--- src/rtl/core_pkg.sv ---
`default_nettype none

package core_pkg;

    // Sequencer states, one clock each
    typedef enum logic [1:0] {
        FETCH     = 2'd0,
        DECODE    = 2'd1,
        EXECUTE   = 2'd2,
        WRITEBACK = 2'd3
    } state_t;

    typedef enum logic [3:0] {
        ALU_ADD  = 4'd0,
        ALU_SUB  = 4'd1,
        ALU_SLL  = 4'd2,
        ALU_SLT  = 4'd3,
        ALU_SLTU = 4'd4,
        ALU_XOR  = 4'd5,
        ALU_SRL  = 4'd6,
        ALU_SRA  = 4'd7,
        ALU_OR   = 4'd8,
        ALU_AND  = 4'd9
    } alu_op_t;

    typedef enum logic [1:0] {
        SRC_A_PC   = 2'd0,
        SRC_A_RS1  = 2'd1,
        SRC_A_ZERO = 2'd2 // LUI passes imm straight through
    } src_a_t;

    typedef enum logic [1:0] {
        SRC_B_RS2  = 2'd0,
        SRC_B_IMM  = 2'd1,
        SRC_B_FOUR = 2'd2
    } src_b_t;

    typedef enum logic [1:0] {
        WB_ALU  = 2'd0,
        WB_PC4  = 2'd1, // Link value of JAL and JALR
        WB_NONE = 2'd2
    } wb_sel_t;

    localparam logic [31:0] RESET_PC   = 32'h0000_0000;
    localparam logic [31:0] INSTR_STEP = 32'd4;

endpackage

`default_nettype wire

--- src/rtl/rv_isa_pkg.sv ---
`default_nettype none

package rv_isa_pkg;

    localparam int XLEN       = 32;
    localparam int REG_ADDR_W = 5;

    // Major opcodes
    localparam logic [6:0] OP_REG    = 7'b0110011;
    localparam logic [6:0] OP_IMM    = 7'b0010011;
    localparam logic [6:0] OP_LUI    = 7'b0110111;
    localparam logic [6:0] OP_AUIPC  = 7'b0010111;
    localparam logic [6:0] OP_JAL    = 7'b1101111;
    localparam logic [6:0] OP_JALR   = 7'b1100111;
    localparam logic [6:0] OP_BRANCH = 7'b1100011;
    localparam logic [6:0] OP_STORE  = 7'b0100011; // S immediate only, executes as no-op

    // ALU funct3, shared by register and immediate forms
    localparam logic [2:0] F3_ADD_SUB = 3'b000;
    localparam logic [2:0] F3_SLL     = 3'b001;
    localparam logic [2:0] F3_SLT     = 3'b010;
    localparam logic [2:0] F3_SLTU    = 3'b011;
    localparam logic [2:0] F3_XOR     = 3'b100;
    localparam logic [2:0] F3_SRL_SRA = 3'b101;
    localparam logic [2:0] F3_OR      = 3'b110;
    localparam logic [2:0] F3_AND     = 3'b111;

    // Branch funct3
    localparam logic [2:0] F3_BEQ  = 3'b000;
    localparam logic [2:0] F3_BNE  = 3'b001;
    localparam logic [2:0] F3_BLT  = 3'b100;
    localparam logic [2:0] F3_BGE  = 3'b101;
    localparam logic [2:0] F3_BLTU = 3'b110;
    localparam logic [2:0] F3_BGEU = 3'b111;

    typedef struct packed {
        logic [6:0]            funct7;
        logic [REG_ADDR_W-1:0] rs2;
        logic [REG_ADDR_W-1:0] rs1;
        logic [2:0]            funct3;
        logic [REG_ADDR_W-1:0] rd;
        logic [6:0]            opcode;
    } r_fmt_t;

    typedef struct packed {
        logic [11:0]           imm;
        logic [REG_ADDR_W-1:0] rs1;
        logic [2:0]            funct3;
        logic [REG_ADDR_W-1:0] rd;
        logic [6:0]            opcode;
    } i_fmt_t;

    typedef struct packed {
        logic [6:0]            imm_11_5;
        logic [REG_ADDR_W-1:0] rs2;
        logic [REG_ADDR_W-1:0] rs1;
        logic [2:0]            funct3;
        logic [4:0]            imm_4_0;
        logic [6:0]            opcode;
    } s_fmt_t;

    // Scrambled immediate bits of the branch format
    typedef struct packed {
        logic                  imm_12;
        logic [5:0]            imm_10_5;
        logic [REG_ADDR_W-1:0] rs2;
        logic [REG_ADDR_W-1:0] rs1;
        logic [2:0]            funct3;
        logic [3:0]            imm_4_1;
        logic                  imm_11;
        logic [6:0]            opcode;
    } b_fmt_t;

    typedef struct packed {
        logic [19:0]           imm_31_12;
        logic [REG_ADDR_W-1:0] rd;
        logic [6:0]            opcode;
    } u_fmt_t;

    typedef struct packed {
        logic                  imm_20;
        logic [9:0]            imm_10_1;
        logic                  imm_11;
        logic [7:0]            imm_19_12;
        logic [REG_ADDR_W-1:0] rd;
        logic [6:0]            opcode;
    } j_fmt_t;

    // One fetched word, six views
    typedef union packed {
        r_fmt_t r_fmt;
        i_fmt_t i_fmt;
        s_fmt_t s_fmt;
        b_fmt_t b_fmt;
        u_fmt_t u_fmt;
        j_fmt_t j_fmt;
    } rv_instr_t;

endpackage

`default_nettype wire

--- src/rtl/exec_ctrl_if.sv ---
`timescale 1ns/100ps
`default_nettype none

// Decoded control, sequencer to execute unit
interface exec_ctrl_if import core_pkg::*; ();

    alu_op_t    alu_op;
    src_a_t     src_a;
    src_b_t     src_b;
    wb_sel_t    wb_sel;
    logic       is_branch;
    logic       is_jal;
    logic       is_jalr;
    logic [2:0] branch_funct3;
    logic       execute_en;    // Pulse in EXECUTE
    logic       retire_en;     // Pulse in WRITEBACK

    modport ctrl (
        output alu_op, src_a, src_b, wb_sel,
        output is_branch, is_jal, is_jalr, branch_funct3,
        output execute_en, retire_en
    );

    modport exec (
        input alu_op, src_a, src_b, wb_sel,
        input is_branch, is_jal, is_jalr, branch_funct3,
        input execute_en, retire_en
    );

endinterface

`default_nettype wire

--- src/rtl/control_fsm.sv ---
`timescale 1ns/100ps
`default_nettype none

module control_fsm import rv_isa_pkg::*, core_pkg::*; (
    input  logic      clk,
    input  logic      reset,
    input  rv_instr_t imem_data,
    output rv_instr_t instr,
    exec_ctrl_if.ctrl ctl
);

    state_t  state;

    // Decoder outputs, sampled at the end of DECODE
    alu_op_t dec_alu_op;
    src_a_t  dec_src_a;
    src_b_t  dec_src_b;
    wb_sel_t dec_wb_sel;
    logic    dec_is_branch;
    logic    dec_is_jal;
    logic    dec_is_jalr;

    // ALU op from funct3, alt picks SUB or SRA
    function automatic alu_op_t alu_sel(input logic [2:0] funct3, input logic alt);
        case (funct3)
            F3_ADD_SUB: alu_sel = alt ? ALU_SUB : ALU_ADD;
            F3_SLL:     alu_sel = ALU_SLL;
            F3_SLT:     alu_sel = ALU_SLT;
            F3_SLTU:    alu_sel = ALU_SLTU;
            F3_XOR:     alu_sel = ALU_XOR;
            F3_SRL_SRA: alu_sel = alt ? ALU_SRA : ALU_SRL;
            F3_OR:      alu_sel = ALU_OR;
            F3_AND:     alu_sel = ALU_AND;
            default:    alu_sel = ALU_ADD;
        endcase
    endfunction

    always_ff @(posedge clk) begin
        if (reset) begin
            state <= FETCH;
        end else begin
            case (state)
                FETCH:   state <= DECODE;
                DECODE:  state <= EXECUTE;
                EXECUTE: state <= WRITEBACK;
                default: state <= FETCH; // WRITEBACK wraps around
            endcase
        end
    end

    // Instruction register, imem_addr is pc during FETCH
    always_ff @(posedge clk) begin
        if (state == FETCH) begin
            instr <= imem_data;
        end
    end

    always_comb begin
        // Unknown opcodes fall out as pc + 4 with no write
        dec_alu_op    = ALU_ADD;
        dec_src_a     = SRC_A_PC;
        dec_src_b     = SRC_B_FOUR;
        dec_wb_sel    = WB_NONE;
        dec_is_branch = 1'b0;
        dec_is_jal    = 1'b0;
        dec_is_jalr   = 1'b0;
        case (instr.r_fmt.opcode)
            OP_REG: begin
                dec_src_a  = SRC_A_RS1;
                dec_src_b  = SRC_B_RS2;
                dec_wb_sel = WB_ALU;
                dec_alu_op = alu_sel(instr.r_fmt.funct3, instr.r_fmt.funct7[5]);
            end
            OP_IMM: begin
                dec_src_a  = SRC_A_RS1;
                dec_src_b  = SRC_B_IMM;
                dec_wb_sel = WB_ALU;
                // Bit 30 is a plain imm bit except on SRAI
                dec_alu_op = alu_sel(instr.i_fmt.funct3,
                                     (instr.i_fmt.funct3 == F3_SRL_SRA) && instr.r_fmt.funct7[5]);
            end
            OP_LUI: begin
                dec_src_a  = SRC_A_ZERO;
                dec_src_b  = SRC_B_IMM;
                dec_wb_sel = WB_ALU;
            end
            OP_AUIPC: begin
                dec_src_b  = SRC_B_IMM; // pc + imm
                dec_wb_sel = WB_ALU;
            end
            OP_JAL: begin
                dec_is_jal = 1'b1;
                dec_wb_sel = WB_PC4;
            end
            OP_JALR: begin
                dec_is_jalr = 1'b1;
                dec_src_a   = SRC_A_RS1; // ALU forms the target
                dec_src_b   = SRC_B_IMM;
                dec_wb_sel  = WB_PC4;
            end
            OP_BRANCH: begin
                dec_is_branch = 1'b1;
                dec_src_a     = SRC_A_RS1;
                dec_src_b     = SRC_B_RS2;
                dec_alu_op    = ALU_SUB;
            end
            default: ;
        endcase
    end

    always_ff @(posedge clk) begin
        if (reset) begin
            ctl.alu_op        <= ALU_ADD;
            ctl.src_a         <= SRC_A_PC;
            ctl.src_b         <= SRC_B_FOUR;
            ctl.wb_sel        <= WB_NONE;
            ctl.is_branch     <= 1'b0;
            ctl.is_jal        <= 1'b0;
            ctl.is_jalr       <= 1'b0;
            ctl.branch_funct3 <= F3_BEQ;
        end else if (state == DECODE) begin
            ctl.alu_op        <= dec_alu_op;
            ctl.src_a         <= dec_src_a;
            ctl.src_b         <= dec_src_b;
            ctl.wb_sel        <= dec_wb_sel;
            ctl.is_branch     <= dec_is_branch;
            ctl.is_jal        <= dec_is_jal;
            ctl.is_jalr       <= dec_is_jalr;
            ctl.branch_funct3 <= instr.b_fmt.funct3;
        end
    end

    assign ctl.execute_en = (state == EXECUTE);
    assign ctl.retire_en  = (state == WRITEBACK);

    // Only one instruction retires per pass through the states
    a_retire_single: assert property (@(posedge clk) disable iff (reset)
        ctl.retire_en |=> !ctl.retire_en);

endmodule

`default_nettype wire

--- src/rtl/exec_unit.sv ---
`timescale 1ns/100ps
`default_nettype none

module exec_unit import rv_isa_pkg::*, core_pkg::*; (
    input  logic                  clk,
    input  logic                  reset,
    exec_ctrl_if.exec             ctl,
    input  rv_instr_t             instr,
    input  logic [XLEN-1:0]       rs1_data,
    input  logic [XLEN-1:0]       rs2_data,
    input  logic [XLEN-1:0]       imm,
    output logic [XLEN-1:0]       imem_addr,
    output logic                  retire_valid,
    output logic [XLEN-1:0]       retire_pc,
    output logic                  rd_we,
    output logic [REG_ADDR_W-1:0] rd_addr,
    output logic [XLEN-1:0]       rd_data
);

    logic [XLEN-1:0] pc;
    logic [XLEN-1:0] pc_plus4;
    logic [XLEN-1:0] jump_target;
    logic [XLEN-1:0] op_a;
    logic [XLEN-1:0] op_b;
    logic [XLEN-1:0] alu_result;
    logic            branch_taken;
    logic [XLEN-1:0] next_pc;
    logic [XLEN-1:0] next_pc_q;   // Held through WRITEBACK

    assign pc_plus4    = pc + INSTR_STEP;
    assign jump_target = pc + imm; // JAL and taken branches

    always_comb begin
        case (ctl.src_a)
            SRC_A_RS1:  op_a = rs1_data;
            SRC_A_ZERO: op_a = '0;
            default:    op_a = pc;
        endcase
        case (ctl.src_b)
            SRC_B_RS2: op_b = rs2_data;
            SRC_B_IMM: op_b = imm;
            default:   op_b = INSTR_STEP;
        endcase
    end

    always_comb begin
        case (ctl.alu_op)
            ALU_ADD:  alu_result = op_a + op_b;
            ALU_SUB:  alu_result = op_a - op_b;
            ALU_SLL:  alu_result = op_a << op_b[4:0];
            ALU_SLT:  alu_result = {{(XLEN-1){1'b0}}, $signed(op_a) < $signed(op_b)};
            ALU_SLTU: alu_result = {{(XLEN-1){1'b0}}, op_a < op_b};
            ALU_XOR:  alu_result = op_a ^ op_b;
            ALU_SRL:  alu_result = op_a >> op_b[4:0];
            ALU_SRA:  alu_result = $signed(op_a) >>> op_b[4:0];
            ALU_OR:   alu_result = op_a | op_b;
            ALU_AND:  alu_result = op_a & op_b;
            default:  alu_result = '0;
        endcase
    end

    // Compare directly on register data
    always_comb begin
        case (ctl.branch_funct3)
            F3_BEQ:  branch_taken = (rs1_data == rs2_data);
            F3_BNE:  branch_taken = (rs1_data != rs2_data);
            F3_BLT:  branch_taken = ($signed(rs1_data) < $signed(rs2_data));
            F3_BGE:  branch_taken = ($signed(rs1_data) >= $signed(rs2_data));
            F3_BLTU: branch_taken = (rs1_data < rs2_data);
            F3_BGEU: branch_taken = (rs1_data >= rs2_data);
            default: branch_taken = 1'b0;
        endcase
    end

    always_comb begin
        if (ctl.is_jalr) begin
            next_pc = {alu_result[XLEN-1:1], 1'b0}; // rs1 + imm, lsb cleared
        end else if (ctl.is_jal || (ctl.is_branch && branch_taken)) begin
            next_pc = jump_target;
        end else begin
            next_pc = pc_plus4;
        end
    end

    // Flags rise at the end of EXECUTE, drop at the end of WRITEBACK
    always_ff @(posedge clk) begin
        if (reset) begin
            retire_valid <= 1'b0;
            rd_we        <= 1'b0;
        end else begin
            retire_valid <= ctl.execute_en;
            rd_we        <= ctl.execute_en && (ctl.wb_sel != WB_NONE) &&
                            (instr.r_fmt.rd != '0);
        end
    end

    always_ff @(posedge clk) begin
        if (ctl.execute_en) begin
            rd_data   <= (ctl.wb_sel == WB_PC4) ? pc_plus4 : alu_result;
            next_pc_q <= next_pc;
        end
    end

    always_ff @(posedge clk) begin
        if (reset) begin
            pc <= RESET_PC;
        end else if (ctl.retire_en) begin
            pc <= next_pc_q;
        end
    end

    assign rd_addr   = instr.r_fmt.rd;
    assign retire_pc = pc;        // pc moves only after WRITEBACK
    assign imem_addr = pc;

    // Targets from imm_gen and the JALR path keep word alignment
    a_pc_aligned: assert property (@(posedge clk) disable iff (reset) pc[1:0] == 2'b00);

endmodule

`default_nettype wire

--- src/rtl/imm_gen.sv ---
`timescale 1ns/100ps
`default_nettype none

module imm_gen import rv_isa_pkg::*; (
    input  rv_instr_t       instr,
    output logic [XLEN-1:0] imm
);

    always_comb begin
        case (instr.r_fmt.opcode)
            OP_IMM, OP_JALR: begin
                imm = {{20{instr.i_fmt.imm[11]}}, instr.i_fmt.imm};
            end
            OP_STORE: begin
                imm = {{20{instr.s_fmt.imm_11_5[6]}}, instr.s_fmt.imm_11_5,
                       instr.s_fmt.imm_4_0};
            end
            OP_BRANCH: begin // Halfword offset, bit 0 implied
                imm = {{20{instr.b_fmt.imm_12}}, instr.b_fmt.imm_11,
                       instr.b_fmt.imm_10_5, instr.b_fmt.imm_4_1, 1'b0};
            end
            OP_LUI, OP_AUIPC: begin
                imm = {instr.u_fmt.imm_31_12, 12'b0}; // Upper 20 bits
            end
            OP_JAL: begin
                imm = {{12{instr.j_fmt.imm_20}}, instr.j_fmt.imm_19_12,
                       instr.j_fmt.imm_11, instr.j_fmt.imm_10_1, 1'b0};
            end
            // R-type and the rest carry no immediate
            default: imm = '0;
        endcase
    end

endmodule

`default_nettype wire

--- src/rtl/register_file.sv ---
`timescale 1ns/100ps
`default_nettype none

module register_file import rv_isa_pkg::*; (
    input  logic                  clk,
    input  rv_instr_t             instr,
    input  logic                  rd_we,
    input  logic [REG_ADDR_W-1:0] rd_addr,
    input  logic [XLEN-1:0]       rd_data,
    output logic [XLEN-1:0]       rs1_data,
    output logic [XLEN-1:0]       rs2_data
);

    logic [XLEN-1:0] regs [2**REG_ADDR_W]; // Entry 0 never written

    // Write at the end of WRITEBACK
    always_ff @(posedge clk) begin
        if (rd_we) begin
            regs[rd_addr] <= rd_data;
        end
    end

    // Async read straight off the instruction register
    assign rs1_data = (instr.r_fmt.rs1 == '0) ? '0 : regs[instr.r_fmt.rs1];
    assign rs2_data = (instr.r_fmt.rs2 == '0) ? '0 : regs[instr.r_fmt.rs2];

    // Execute unit must filter writes to x0
    a_no_x0_write: assert property (@(posedge clk) rd_we |-> (rd_addr != '0));

endmodule

`default_nettype wire

--- src/rtl/rv_core.sv ---
`timescale 1ns/100ps
`default_nettype none

module rv_core import rv_isa_pkg::*; (
    input  logic                  clk,
    input  logic                  reset,
    input  logic [XLEN-1:0]       imem_data,
    output logic [XLEN-1:0]       imem_addr,
    output logic                  retire_valid,
    output logic [XLEN-1:0]       retire_pc,
    output logic                  rd_we,
    output logic [REG_ADDR_W-1:0] rd_addr,
    output logic [XLEN-1:0]       rd_data
);

    rv_instr_t       instr;
    logic [XLEN-1:0] rs1_data;
    logic [XLEN-1:0] rs2_data;
    logic [XLEN-1:0] imm;

    exec_ctrl_if u_ctl_if ();

    control_fsm u_control_fsm (
        .clk       (clk),
        .reset     (reset),
        .imem_data (imem_data),
        .instr     (instr),
        .ctl       (u_ctl_if.ctrl)
    );

    // Register read and immediate side by side
    register_file u_register_file (
        .clk      (clk),
        .instr    (instr),
        .rd_we    (rd_we),
        .rd_addr  (rd_addr),
        .rd_data  (rd_data),
        .rs1_data (rs1_data),
        .rs2_data (rs2_data)
    );

    imm_gen u_imm_gen (
        .instr (instr),
        .imm   (imm)
    );

    exec_unit u_exec_unit (
        .clk          (clk),
        .reset        (reset),
        .ctl          (u_ctl_if.exec),
        .instr        (instr),
        .rs1_data     (rs1_data),
        .rs2_data     (rs2_data),
        .imm          (imm),
        .imem_addr    (imem_addr),
        .retire_valid (retire_valid),
        .retire_pc    (retire_pc),
        .rd_we        (rd_we),        // Also the register file write port
        .rd_addr      (rd_addr),
        .rd_data      (rd_data)
    );

endmodule

`default_nettype wire

--- config.mk ---
export PLATFORM = sky130hd
export DESIGN_NAME = rv_core
export DESIGN_NICKNAME = d
export VERILOG_FILES = /design/src/rtl/core_pkg.sv /design/src/rtl/rv_isa_pkg.sv /design/src/rtl/exec_ctrl_if.sv /design/src/rtl/control_fsm.sv /design/src/rtl/exec_unit.sv /design/src/rtl/imm_gen.sv /design/src/rtl/register_file.sv /design/src/rtl/rv_core.sv
export SDC_FILE = /design/constraint.sdc
export NUM_CORES = 2
export LEC_CHECK = 0
export ABC_CLOCK_PERIOD_IN_PS = 8000
export BUFFER_PORTS_ARGS = -buffer_cell sky130_fd_sc_hd__buf_4
export CAP_MARGIN = 20
export CORE_MARGIN = 1.5
export CORE_UTILIZATION = 60
export DETAILED_ROUTE_END_ITERATION = 10
export PLACE_DENSITY = 0.79
export SYNTH_ARGS = -nofsm -noshare
export SYNTH_HDL_FRONTEND = slang
export SYNTH_SLANG_ARGS = --single-unit
--- constraint.sdc ---
create_clock -name clk -period 8 [get_ports clk]
set_clock_uncertainty 0.2 [all_clocks]
set_input_delay 1.6 -clock clk [delete_from_list [all_inputs] [get_ports clk]]
set_output_delay 1.6 -clock clk [all_outputs]
set_load 0.01 [all_outputs]
==> results.py <==
metrics = {
    "status": {
        "outcome": "complete, no violations",
    },
    "finish": {
        "multi_input_area_um2": 29600,
        "drive_gt1_share_pct": 18.8,
        "area_growth_pct": 10.5,
        "register_area_um2": 34900,
        "n_fill_cell": 7848,
        "fin_nets": 5425,
    },
    "synth": {
        "synth_top_area_cell": "edfxtp_1",
        "syn_area_per_cell_um2": 13.0,
        "async_flop_share_pct": 0,
        "synth_area_leaders": "edfxtp_1, mux2i_1, mux4_2",
        "synth_cell_type_count": 91,
        "syn_nets": 5324,
        "ys_seq_area_share_pct": 52.3,
        "synth_cells": 5118,
        "synth_top_area_share_pct": 50.4,
        "synth_edf_count": 1120,
        "yosys_warnings": 0,
        "synth_area_um2": 66700,
        "synth.most_common_cell": "edfxtp_1",
        "synth_flop_cell": "edfxtp_1",
        "synth-seq-cells": 1182,
        "ys_top_cells_by_count": "edfxtp_1, mux2i_1, nand2_1",
    },
    "place": {
        "post-dp-hpwl_mm": 157,
        "pre_cts_ws_ns": 0.782,
        "io_buffer_count": 136,
        "routabilityCongestion": 1.07,
    },
    "die": {
        "die_area_um2": 113000,
        "coreArea_um2": 111000,
        "chipWidth_um": 337,
        "die-height_um": 337,
        "io_pins": 137,
        "initial_utilization_pct": 60.4,
        "num_rows": 122,
    },
    "timing": {
        "tightest_slew_ns": 1.33,
        "fin_crit_ns": 7.77,
        "fmax_ghz": 0.129,
        "finalCritPeriodShare_pct": 97.1,
        "fin_setup_tns_ns": 0,
        "timing_max_transition_violations_final": 0,
        "finalHoldViolCount": 0,
        "grt_setup_unrepaired": "false",
        "max_slew_margin_pct": 11.7,
        "setup_violations": 0,
        "layout_setup_ws_ns": 0.230,
    },
    "worst_hold_path": {
        "worstHoldPathType": "register to register",
        "hold_depth": 2,
    },
    "drt": {
        "wirelength_mm": 246,
        "wl_per_cell_um": 36.2,
        "dr.pass1.iters": 7,
        "vias_per_cell": 7.46,
        "vias": 50800,
        "ant_nets": 0,
        "first_iter_violations": 8220,
        "route.detailed.drc": 0,
    },
    "cts": {
        "cts_tree": "done",
        "clock_latency_ns": 0.74,
        "cts_resized": 0,
        "htreeDepth": 3,
        "path_clk_slew_ns": 0.06,
        "cts.sinks": 1182,
        "hold_buffers": 0,
        "post-cts-setup-buffers": 0,
        "cts_buffers": 114,
        "cts-root-buf": "clkbuf_16",
        "clk_path_buf_depth": 3,
    },
    "power_and_ir_drop": {
        "finalPower_mw": 23.8,
        "leakage_nw": 26.9,
        "powerDensity_nw_per_um2": 322,
        "ir_worst_vdd_v": 0.000291,
    },
    "setup_path": {
        "arrival_ns": 8.06,
        "r2r.worst_path.cells": 25,
        "crit_path_max_fanout": 25,
        "cp-start-kind": "register",
        "path_class": "register to register",
        "critPathRequiredTime_ns": 8.29,
        "critPathMaxStageDelay_ns": 0.85,
        "crit_path_frequent_cell": "buf_4",
        "cp-end-kind": "register",
        "slowest_stage": "a221oi_1",
    },
    "grt": {
        "grt_pass1_vias": 49000,
        "grt_first_pass_wirelength_mm": 346,
        "grt_overflow": 0,
        "grt_use_total_pct": 43.0,
        "grt_antenna_before_repair": 14,
        "grt_max_degree": 90,
    },
    "flow_run": {
        "maxCapViolations": 0,
    },
}
cell usage in the layout, fill, tap and decap left out, types with 27 or more instances in the layout:
| cell type | n |
|---|---|
| inv_1 | 105 |
| o211ai_1 | 32 |
| dfxtp_1 | 55 |
| clkbuf_16 | 116 |
| a22oi_1 | 308 |
| buf_4 | 364 |
| edfxtp_1 | 1120 |
| mux2i_1 | 684 |
| clkinv_1 | 32 |
| a211oi_1 | 43 |
| nand2b_1 | 27 |
| o22ai_1 | 72 |
| nor2_4 | 33 |
| xnor2_1 | 59 |
| mux4_2 | 299 |
| o21ai_0 | 181 |
| mux2_2 | 41 |
| a21o_1 | 46 |
| nand3_1 | 51 |
| nor3_1 | 47 |
| ha_1 | 166 |
| a21oi_1 | 294 |
| nand2_1 | 353 |
| nor2b_1 | 51 |
| nor2_1 | 211 |
| nor4_1 | 38 |
routing by layer:
metal	vias to the layer above	wire [um]	global-route usage, %
li1	20400	-	-
met1	25000	84500	54.4
met2	4372	109000	64.6
met3	999	33200	12.8
met4	18	19100	28.4
met5	-	117	0
report_power, final:
part	internal [mW]	switching (mW)	total [mW]	leakage (nW)
Sequential	7.33	0.482	7.82	10.6
Clock	3.06	2.39	5.45	1.80
Combinational	3.97	6.52	10.5	14.5
sequential cells by signal, summed over array words and instances (netlist names), named ones only:
register                         cells
u_control_fsm.ctl.alu_op             4
u_control_fsm.ctl.is_jal             1
u_control_fsm.ctl.wb_sel             2
u_control_fsm.ctl.branch_funct3      3
u_control_fsm.instr                 32
u_exec_unit.rd_data                 32
u_register_file.regs              1024
u_control_fsm.ctl.is_branch          1
u_control_fsm.ctl.src_a              2
u_exec_unit.retire_valid             1
u_exec_unit.imem_addr               32
u_control_fsm.state                  2
u_exec_unit.next_pc_q               32
u_exec_unit.rd_we                    1
u_control_fsm.ctl.src_b              2
u_control_fsm.ctl.is_jalr            1
kinds of logic (layout without fill, tap and decap cells):
logic type	after synthesis	after routing	synth area share [%]
compound gates	1192	1192	11.8
xor+xnor	84	84	1.10
buf+inv	518	712	3.95
other cells	0	11	0
flops	1182	1182	52.3
mux	1028	1028	21.1
fa+ha+maj	172	172	3.26
simple gates	942	942	6.51
layout make-up:
| cell class | count | share of cell area, % |
|---|---|---|
| clock inverters | 67 | 0.958 |
| repair buffers | 387 | 4.34 |
| multi-input cells | 3418 | 40.2 |
| diodes | 11 | 0.0373 |
| clock buffers | 142 | 4.08 |
| flip-flops and latches | 1182 | 47.3 |
| well taps | 1488 | 2.52 |
| inverters | 116 | 0.590 |
critical path, delay by kind of cell, from the launching register on:
family,cells,cell delay (ns)
buffers and inverters,6,1.43
and+or+nand+nor,4,0.67
muxes,1,0.13
adders and majority gates,2,0.82
DFF,1,0.67
AOI/OAI and AO/OA,11,3.49
xor gates and xnor gates,1,0.09
final timing paths:
check / from / to / slack (ns)
worst min register to register: u_control_fsm.ctl.src_a[1]$_SDFFE_PP0P_ / u_control_fsm.ctl.src_a[1]$_SDFFE_PP0P_ / 0.28
worst max register to register: register / u_exec_unit.rd_data[22]$_DFFE_PP_ / 0.23
worst max-delay path: register / u_exec_unit.rd_data[22]$_DFFE_PP_ / 0.23
worst min-delay path: u_control_fsm.ctl.src_a[1]$_SDFFE_PP0P_ / u_control_fsm.ctl.src_a[1]$_SDFFE_PP0P_ / 0.28
metrics by stage:
| stage | area (um^2) | cells | hold WS, ns | util (%) |
|---|---|---|---|---|
| finish | 73800 | 6811 | 0.281 | 66.7 |
| global route | 73700 | 6801 | 0.310 | 66.7 |
| CTS | 73600 | 6792 | 0.284 | 66.6 |
| detailed placement | 69900 | 6583 | 0.272 | 63.2 |
| global placement | 69800 | 6581 | 0.257 | 63.2 |
| floorplan | 66700 | 5118 | 0.246 | - |
No activity file was read; power rests on OpenSTA's default activity.
